<file path="config.mk">
export PLATFORM = sky130hd
export DESIGN_NAME = cache_arbiter
export DESIGN_NICKNAME = d
export VERILOG_FILES = /design/src/hdl/rv32i_types.sv /design/src/hdl/mem_bus_pkg.sv /design/src/hdl/cache_arbiter.sv /design/src/hdl/cacheline_adaptor.sv /design/src/hdl/arbiter_control.sv
export SDC_FILE = /design/constraint.sdc
export NUM_CORES = 1
export LEC_CHECK = 0
export ABC_AREA = 1
export BUFFER_PORTS_ARGS = -buffer_cell sky130_fd_sc_hd__buf_2
export CORE_AREA = 2 2 488 490
export CTS_CLUSTER_SIZE = 10
export DETAILED_ROUTE_END_ITERATION = 16
export DIE_AREA = 0 0 490 492
export GPL_ROUTABILITY_DRIVEN = 0
export SLEW_MARGIN = 5
export SYNTH_ARGS = -nofsm -noshare
export SYNTH_HDL_FRONTEND = slang
export SYNTH_HIERARCHICAL = 1
export SYNTH_SLANG_ARGS = --single-unit
export TNS_END_PERCENT = 30
</file>
<file path="constraint.sdc">
create_clock -name clk -period 5.5 [get_ports clk]
set_input_delay 1.1 -clock clk [delete_from_list [all_inputs] [get_ports clk]]
set_output_delay 1.1 -clock clk [all_outputs]
set_load 0.02 [all_outputs]
</file>
<file path="src/hdl/rv32i_types.sv">
package rv32i_types;

    // Core-wide widths
    localparam int XLEN = 32;
    localparam int LINE_BYTES = 32;
    localparam int LINE_OFFSET_BITS = $clog2(LINE_BYTES); // Byte offset within a cache line

    typedef logic [XLEN-1:0] rv32i_word;

    // Byte address, same width as a data word
    typedef rv32i_word rv32i_addr;

endpackage : rv32i_types
</file>
<file path="src/hdl/mem_bus_pkg.sv">
package mem_bus_pkg;

    localparam int LINE_WIDTH = 256;
    localparam int BEAT_WIDTH = 64;
    localparam int BEATS_PER_LINE = LINE_WIDTH / BEAT_WIDTH;
    localparam int BEAT_IDX_BITS = $clog2(BEATS_PER_LINE);
    localparam int BEAT_OFFSET_BITS = $clog2(BEAT_WIDTH / 8); // Byte offset within a beat

    typedef logic [LINE_WIDTH-1:0] line_t;
    typedef logic [BEAT_WIDTH-1:0] beat_t;
    typedef logic [BEAT_IDX_BITS-1:0] beat_idx_t;

    // Cache side, one whole line per transfer
    typedef struct packed {
        logic                  read;
        logic                  write;
        rv32i_types::rv32i_addr addr;
        line_t                 wdata;
    } line_req_t;

    typedef struct packed {
        logic  resp;
        line_t rdata;
    } line_rsp_t;

    // Physical memory side, one beat per resp
    typedef struct packed {
        logic                  read;
        logic                  write;
        rv32i_types::rv32i_addr addr;
        beat_t                 wdata;
    } pmem_req_t;

    typedef struct packed {
        logic  resp;
        beat_t rdata;
    } pmem_rsp_t;

endpackage : mem_bus_pkg

</file>
<file path="src/hdl/cache_arbiter.sv">
`timescale 1ns/1ns

module cache_arbiter
(
    input  logic                  clk,
    input  logic                  rst,
    input  mem_bus_pkg::line_req_t icache_req_i,
    input  mem_bus_pkg::line_req_t dcache_req_i,
    input  mem_bus_pkg::pmem_rsp_t pmem_rsp_i,
    output mem_bus_pkg::line_rsp_t icache_rsp_o,
    output mem_bus_pkg::line_rsp_t dcache_rsp_o,
    output mem_bus_pkg::pmem_req_t pmem_req_o
);

    mem_bus_pkg::line_req_t arb_line_req; // Owner's request toward the adaptor
    mem_bus_pkg::line_rsp_t adp_line_rsp; // Assembled line back from the adaptor

    arbiter_control arbiter_i
    (
        .clk          (clk),
        .rst          (rst),
        .icache_req_i (icache_req_i),
        .dcache_req_i (dcache_req_i),
        .line_rsp_i   (adp_line_rsp),
        .line_req_o   (arb_line_req),
        .icache_rsp_o (icache_rsp_o),
        .dcache_rsp_o (dcache_rsp_o)
    );

    cacheline_adaptor adaptor_i
    (
        .clk        (clk),
        .rst        (rst),
        .line_req_i (arb_line_req),
        .pmem_rsp_i (pmem_rsp_i),
        .line_rsp_o (adp_line_rsp),
        .pmem_req_o (pmem_req_o)
    );

endmodule : cache_arbiter

</file>
<file path="src/hdl/cacheline_adaptor.sv">
`timescale 1ns/1ns

module cacheline_adaptor
(
    input  logic                  clk,
    input  logic                  rst,
    input  mem_bus_pkg::line_req_t line_req_i,
    input  mem_bus_pkg::pmem_rsp_t pmem_rsp_i,
    output mem_bus_pkg::line_rsp_t line_rsp_o,
    output mem_bus_pkg::pmem_req_t pmem_req_o
);

    localparam mem_bus_pkg::beat_idx_t LAST_BEAT =
        mem_bus_pkg::beat_idx_t'(mem_bus_pkg::BEATS_PER_LINE - 1);

    localparam int BASE_LSB = rv32i_types::LINE_OFFSET_BITS;

    typedef enum logic [1:0] {
        IDLE,
        BURST,
        DONE
    } adp_state_t;

    adp_state_t state;
    adp_state_t next_state;

    logic                   op_read;
    logic                   op_write;
    mem_bus_pkg::beat_idx_t beat_cnt;
    rv32i_types::rv32i_addr base_addr;
    mem_bus_pkg::line_t     line_buf; // Write line on the way out, read line on the way in

    logic start;
    logic beat_done;

    assign start = (state == IDLE) && (line_req_i.read || line_req_i.write);
    assign beat_done = (state == BURST) && pmem_rsp_i.resp;

    always_comb
    begin : next_state_logic
        next_state = state;

        unique case (state)
            IDLE:
            begin
                if (start)
                begin
                    next_state = BURST;
                end
            end
            BURST:
            begin
                if (beat_done && (beat_cnt == LAST_BEAT))
                begin
                    next_state = DONE;
                end
            end
            DONE: next_state = IDLE; // Single resp cycle
            default: next_state = IDLE;
        endcase
    end

    always_ff @(posedge clk)
    begin : control_regs
        if (rst)
        begin
            state <= IDLE;
            op_read <= 1'b0;
            op_write <= 1'b0;
            beat_cnt <= '0;
        end
        else
        begin
            state <= next_state;
            if (start)
            begin
                op_read <= line_req_i.read;
                op_write <= line_req_i.write;
                beat_cnt <= '0;
            end
            else if (beat_done)
            begin
                beat_cnt <= beat_cnt + 1'b1; // Wraps to zero after the last beat
            end
        end
    end

    always_ff @(posedge clk)
    begin : payload_regs
        if (start)
        begin
            base_addr <= line_req_i.addr;
            line_buf <= line_req_i.wdata;
        end
        else if (beat_done && op_read)
        begin
            line_buf[beat_cnt*mem_bus_pkg::BEAT_WIDTH +: mem_bus_pkg::BEAT_WIDTH] <=
                pmem_rsp_i.rdata;
        end
    end

    always_comb
    begin : pmem_drive
        pmem_req_o.read = (state == BURST) && op_read;
        pmem_req_o.write = (state == BURST) && op_write;
        pmem_req_o.addr = {base_addr[rv32i_types::XLEN-1:BASE_LSB], beat_cnt,
                           {mem_bus_pkg::BEAT_OFFSET_BITS{1'b0}}}; // Line base + 8 * beat
        pmem_req_o.wdata =
            line_buf[beat_cnt*mem_bus_pkg::BEAT_WIDTH +: mem_bus_pkg::BEAT_WIDTH];
    end

    assign line_rsp_o.resp = (state == DONE);
    assign line_rsp_o.rdata = line_buf;

endmodule : cacheline_adaptor

</file>
<file path="src/hdl/arbiter_control.sv">
`timescale 1ns/1ns

module arbiter_control
(
    input  logic                  clk,
    input  logic                  rst,
    input  mem_bus_pkg::line_req_t icache_req_i,
    input  mem_bus_pkg::line_req_t dcache_req_i,
    input  mem_bus_pkg::line_rsp_t line_rsp_i,
    output mem_bus_pkg::line_req_t line_req_o,
    output mem_bus_pkg::line_rsp_t icache_rsp_o,
    output mem_bus_pkg::line_rsp_t dcache_rsp_o
);

    typedef enum logic [1:0] {
        IDLE,
        I_CACHE,
        D_CACHE
    } arb_state_t;

    arb_state_t state;
    arb_state_t next_state;

    logic icache_pending;
    logic dcache_pending;
    logic granted;
    logic client_sel; // 0 selects I-cache, 1 selects D-cache

    assign icache_pending = icache_req_i.read | icache_req_i.write;
    assign dcache_pending = dcache_req_i.read | dcache_req_i.write;

    always_comb
    begin : state_actions
        granted = 1'b0;
        client_sel = 1'b0;
        icache_rsp_o.resp = 1'b0;
        dcache_rsp_o.resp = 1'b0;

        unique case (state)
            IDLE: ;
            I_CACHE:
            begin
                granted = 1'b1;
                icache_rsp_o.resp = line_rsp_i.resp;
            end
            D_CACHE:
            begin
                granted = 1'b1;
                client_sel = 1'b1;
                dcache_rsp_o.resp = line_rsp_i.resp;
            end
            default: ;
        endcase
    end

    // Whole request struct of the owner, zero while idle
    always_comb
    begin : request_route
        if (!granted)
        begin
            line_req_o = '0;
        end
        else if (client_sel)
        begin
            line_req_o = dcache_req_i;
        end
        else
        begin
            line_req_o = icache_req_i;
        end
    end

    // Only resp needs steering
    assign icache_rsp_o.rdata = line_rsp_i.rdata;
    assign dcache_rsp_o.rdata = line_rsp_i.rdata;

    always_comb
    begin : next_state_logic
        next_state = state;

        unique case (state)
            IDLE:
            begin
                if (icache_pending)
                begin
                    next_state = I_CACHE; // I-cache wins ties
                end
                else if (dcache_pending)
                begin
                    next_state = D_CACHE;
                end
            end
            I_CACHE:
            begin
                if (line_rsp_i.resp)
                begin
                    // Hand straight over to a waiting D-cache
                    next_state = dcache_pending ? D_CACHE : IDLE;
                end
            end
            D_CACHE:
            begin
                if (line_rsp_i.resp)
                begin
                    next_state = IDLE; // Gives a waiting I-cache its turn
                end
            end
            default: next_state = IDLE;
        endcase
    end

    always_ff @(posedge clk)
    begin : state_reg
        if (rst)
        begin
            state <= IDLE;
        end
        else
        begin
            state <= next_state;
        end
    end

endmodule : arbiter_control

</file>
==> results of run 1 <==
## per-stage QoR
stage                     worst slack, ns  hold WS (ns)
after floorplan                     1.786        0.4330
after global placement              1.961        0.4547
after detailed placement            1.930        0.4606
after CTS                           1.387        0.4677
after global routing                1.402        0.4990
final                               1.551        0.4648
## cell usage in the layout (no fill, tap or decap), types with 5 or more instances in the layout
cell type	count
diode_2	84
clkbuf_16	45
inv_6	7
buf_4	20
buf_12	23
edfxtp_1	283
nor2_2	10
o21ai_0	414
clkbuf_1	12
a21oi_1	5
ha_1	7
inv_1	16
clkinv_1	5
nor2_1	955
nand2_4	6
nand2_1	664
dfxtp_1	6
buf_2	1245
nand3_1	260
## where the power goes
group | switching [mW] | total (mW) | internal, mW
registers | 2.09 | 6.22 | 4.13
clock network | 1.37 | 3.02 | 1.66
logic | 10.6 | 13.5 | 2.95
total | 14.0 | 22.7 | 8.73
## critical path, cell delays in order (launching register included)
cell and delay (ns):
dfxtp_4 0.45, inv_6 0.41, buf_4 0.62, nor2_1 0.10, o21ai_0 0.10, nand2_1 0.08
buf_2 0.21
## worst max-delay path by stage
stage	endpoint	from	slack [ns]	cells past startpoint
detailed placement	adaptor_i/line_buf[88]$_DFFE_PP_	arbiter_i/state[0]$_SDFFE_PP0P_	1.93	10
finish	pmem_req_o[7]	adaptor_i/beat_cnt[1]$_SDFFE_PP0P_	1.55	6
global route	pmem_req_o[27]	adaptor_i/beat_cnt[1]$_SDFFE_PP0P_	1.40	6
floorplan	adaptor_i/line_buf[0]$_DFFE_PP_	arbiter_i/state[0]$_SDFFE_PP0P_	1.79	16
global placement	adaptor_i/line_buf[149]$_DFFE_PP_	arbiter_i/state[0]$_SDFFE_PP0P_	1.96	12
CTS	pmem_req_o[27]	adaptor_i/beat_cnt[1]$_SDFFE_PP0P_	1.39	6
## area by class of cell
cell class              count  area [um^2]
inverters                  21        111.4
repair buffers           1288         6842
fillers                 27620       205200
clock buffers              57         1171
clock inverters            23        241.5
flip-flops and latches    291         8666
well taps                3167         3963
multi-input cells        2336         9847
diodes                     84        210.2
## layer usage
metal / up-vias / share of wire (%)
met5: - / 0.36
met1: 12810 / 38
met4: 102 / 5.5
met2: 2180 / 43
met3: 549 / 14
li1: 11740 / -
==> metrics, run 1 <==
status=finished, final reports clean; crit path kind=register to output pin; clock buffer count from CTS=45; WHS Path Cells=2; Clock Sinks=around 290; Antenna Violating Nets Remaining=0; clk_skew=between 0.02 and 0.025 ns; Max Cap Viol=0; fin crit share=a little under three quarters; Endpoint, Worst Hold=adaptor_i/op_read$_SDFFE_PP0P_; full die area=between 0.2 and 0.25 mm^2; Post-DP Area=0.02943 mm^2; max_slew headroom=21.83%; Startpoint Class=register; # DRC=0; IO Pins=roughly 1,300; max reg flops=between 200 and 300; DRT Pass-1 Iters=6; Cell Rows=between 150 and 200; Reg2Reg Depth=9; RSZ-0062 raised after global routing=no; total number of vias=around 27,000; area grow syn2layout=31.31%; Final Cell Area=a little over 0.03 mm^2; core footprint=about 0.24 mm^2; Period minus WS final=between 3 and 4 ns; r2r setup slk=roughly 2.0 ns; WP data arrival=between 2 and 3 ns; PnR Total Power=approximately 23 mW; Post-CTS Hold Fix Bufs=0; endpoint type of the worst setup path=output pin; biggest regs=adaptor_i/line_buf (256), adaptor_i/base_addr (27); initial drt markers=slightly above 3,000; Synth Warn #=6; syn_area_per_cell=between 6 and 7 um^2; Die Ht=between 400 and 500 um; CTS clock-pin slew for the worst setup and hold paths=0.06 ns; utilization after layout=between 10% and 20%; Most Crowded Layer GR=met2; met3 GRT Util=between 8 and 9%; Hold Vio Cnt, Final=0; CP required=4.40 ns; largest net degree at the start of global routing=138; cts repair resizes=0; port buffer count=approximately 1,200; crit-path max FO=34; Die X=slightly below 500 um; met2 GRT Util=roughly a quarter; H-tree levels=2; static leakage=13.88 nW; Achievable Freq=between 0.2 and 0.3 GHz; via/cell ratio=3.768; Final nets=between 4,000 and 5,000; Worst-Skew Late Latency=0.67 ns; Finish-stage setup viols=0; peak supply drop=0.3581 mV; Worst-Margin Slew=1.160 ns; first-pass GRT wire length=~270,000 um; Post-Syn Instances=3,402; DP Cell Count=a little over 7,000; max-slew violations=0; CTS tree=done; wire per inst=about 30 um; GR Util All Layers=17.41%; origin of the critical flop-to-flop path=arbiter_i/state[1]$_SDFFE_PP0P_; RR Endpoint=adaptor_i/line_buf[32]$_DFFE_PP_; worst min-delay path category=register to register; pwr dens=around 730 mW/mm^2; initial antenna violation count=between 150 and 200; starting density of the core=between 10% and 20%; layout cells sized above 1=around a third; CTS Buffer Depth=3; HPWL Detailed=around 180,000 um; clock root buffer=clkbuf_16; setup TNS=0 ns; met1 Use GR=between 20% and 30%; synthesized area=approximately 0.024 mm^2; Biggest register=adaptor_i/line_buf; number of global-route vias before repair=between 20,000 and 25,000; total wire length=between 200,000 and 250,000 um; worst min-delay path startpoint=adaptor_i/op_read$_SDFFE_PP0P_; post-CTS setup buffers=0; Layout Cells excl Fill=approximately 7,300; GR Overflow Total=0
No activity file was read; power rests on OpenSTA's default activity.
==> inputs of run 2 (changes only) <==
- clock period: 5.5 -> 3.4 ns (I/O delays scaled with it)
==> metrics, run 2 (synthesis gave the netlist of run 1 again) <==
core footprint=~0.24 mm^2; worst min-delay path category=input port to register; max reg flops=256; total wire length=221,600 um; initial antenna violation count=~210; port buffer count=approximately 1,200; final-layout fill cell count=~28,000; fin crit share=94.96%; status=finished, final reports clean; largest net degree at the start of global routing=approximately 120; Worst-Margin Slew=0.8550 ns; endpoint type of the worst setup path=output pin; max_slew headroom=approximately 43%; clock root buffer=clkbuf_16; multi-input logic area=approximately 0.01 mm^2; Setup WS pre-CTS=approximately 0.6 ns; Crit-path slowest cell=dfxtp_4; GR Overflow Total=0; Crit path largest cell delay=roughly 0.47 ns; Startpoint Class=register; CTS tree=done; RSZ-0062 raised after global routing=no; Worst-Skew Late Latency=0.70 ns; CTS clock-pin slew for the worst setup and hold paths=roughly 0.06 ns; first-pass GRT wire length=between 200,000 and 300,000 um; critical path cell sequence=buf_4 -> buf_6 -> nor2_1 -> nor2_1 -> o21ai_0 -> nand2_1 -> buf_2; Max Cap Viol=0; full die area=~0.24 mm^2; Achievable Freq=around 0.31 GHz; crit path kind=register to output pin; commonest non-fill, non-tap cells in the layout=1,245 x buf_2, 955 x nor2_1, 664 x nand2_1; Cell Rows=around 180; Post-DP Area=between 0.02 and 0.03 mm^2; H-tree levels=2; Final Cell Area=about 0.032 mm^2; DRT Pass-1 Iters=6; biggest regs=adaptor_i/line_buf (256), adaptor_i/base_addr (27); Clock Sinks=roughly 290; initial drt markers=2,624; PnR Total Power=37.39 mW; # DRC=0; most common cell after layout, fill and taps aside=buf_2; HPWL Detailed=roughly 190,000 um; DP Cell Count=7,131; CP top delay family=buffers and inverters; Finish-stage setup viols=0; clk_skew=about 0.065 ns; CTS Buffer Depth=3; pwr dens=roughly 1200 mW/mm^2; Antenna Violating Nets Remaining=0; utilization after layout=a little over an eighth; crit-path max FO=33; starting density of the core=between 10% and 20%; Layout Cells excl Fill=~7,300; Die Ht=just under 500 um; clock buffer count from CTS=46; Hold Slack=0.2366 ns; Post-CTS Hold Fix Bufs=0; max-slew violations=0; Hold Vio Cnt, Final=0; Final nets=about 4,700; setup TNS=0 ns; IO Pins=around 1,300; number of global-route vias before repair=approximately 24,000; total number of vias=around 27,000; via/cell ratio=3.737; GR Util All Layers=17.60%; Crit path top cell by count=nor2_1; area grow syn2layout=33.45%; layout cells sized above 1=around a third; WP buf/inv=3; Sequential Area=~0.0087 mm^2; WP data arrival=2.55 ns; Biggest register=adaptor_i/line_buf; Die X=490 um; CP required=roughly 2.7 ns; wire per inst=30.27 um; Period minus WS final=around 3.2 ns; peak supply drop=0.6367 mV; final worst slack=about 0.17 ns; static leakage=~14 nW
==> run 2: cell types whose count changed in the layout (fill, tap and decap cells not counted), moves of 2 or more <==
cell,before,now
clkinv_2,3,6
bufinv_16,3,5
diode_2,84,108
buf_4,20,38
clkinv_1,5,1
buf_12,23,30
inv_6,7,5
==> run 2: path summary, 6_finish.rpt <==
kind                                                         start                          endpoint  slack, ns  cells past startpoint
worst max-delay path            adaptor_i/beat_cnt[0]$_SDFFE_PP0P_                    pmem_req_o[38]       0.17                      7
worst max register to register     arbiter_i/state[0]$_SDFFE_PP0P_  adaptor_i/line_buf[87]$_DFFE_PP_       0.51                     11
worst min-delay path                                           rst   arbiter_i/state[0]$_SDFFE_PP0P_       0.24                      2
worst min register to register      adaptor_i/op_read$_SDFFE_PP0P_    adaptor_i/op_read$_SDFFE_PP0P_       0.46                      2
==> run 2: report_power, final <==
group / switching [mW] / internal (mW)
Combinational: 17.0 / 5.10
Clock: 2.28 / 2.90
Sequential: 3.48 / 6.67
Total: 22.7 / 14.7
==> run 2: metal layers <==
| layer | vias to the layer above | GRT usage [%] | wire length [um] |
|---|---|---|---|
| met4 | 120 | 8.129 | 12360 |
| met3 | 547 | 9.355 | 30330 |
| met5 | - | 0.7143 | 1103 |
| met2 | 2090 | 26.38 | 92880 |
| li1 | 11850 | - | - |
| met1 | 12750 | 20.45 | 84920 |
==> run 2: area by class of cell <==
class / count / share of cell area, %
inverters: 21 / 0.3886
multi-input cells: 2336 / 31.21
flip-flops and latches: 291 / 27.46
clock buffers: 57 / 3.779
repair buffers: 1315 / 22.68
diodes: 108 / 0.8565
clock inverters: 26 / 1.075
well taps: 3167 / 12.56
==> run 2: what timing repair did <==
action | in CTS | in global routing
setup buffers | 0 | 0
setup endpoints to repair | 2 | 9
gates resized for setup | 1 | 4
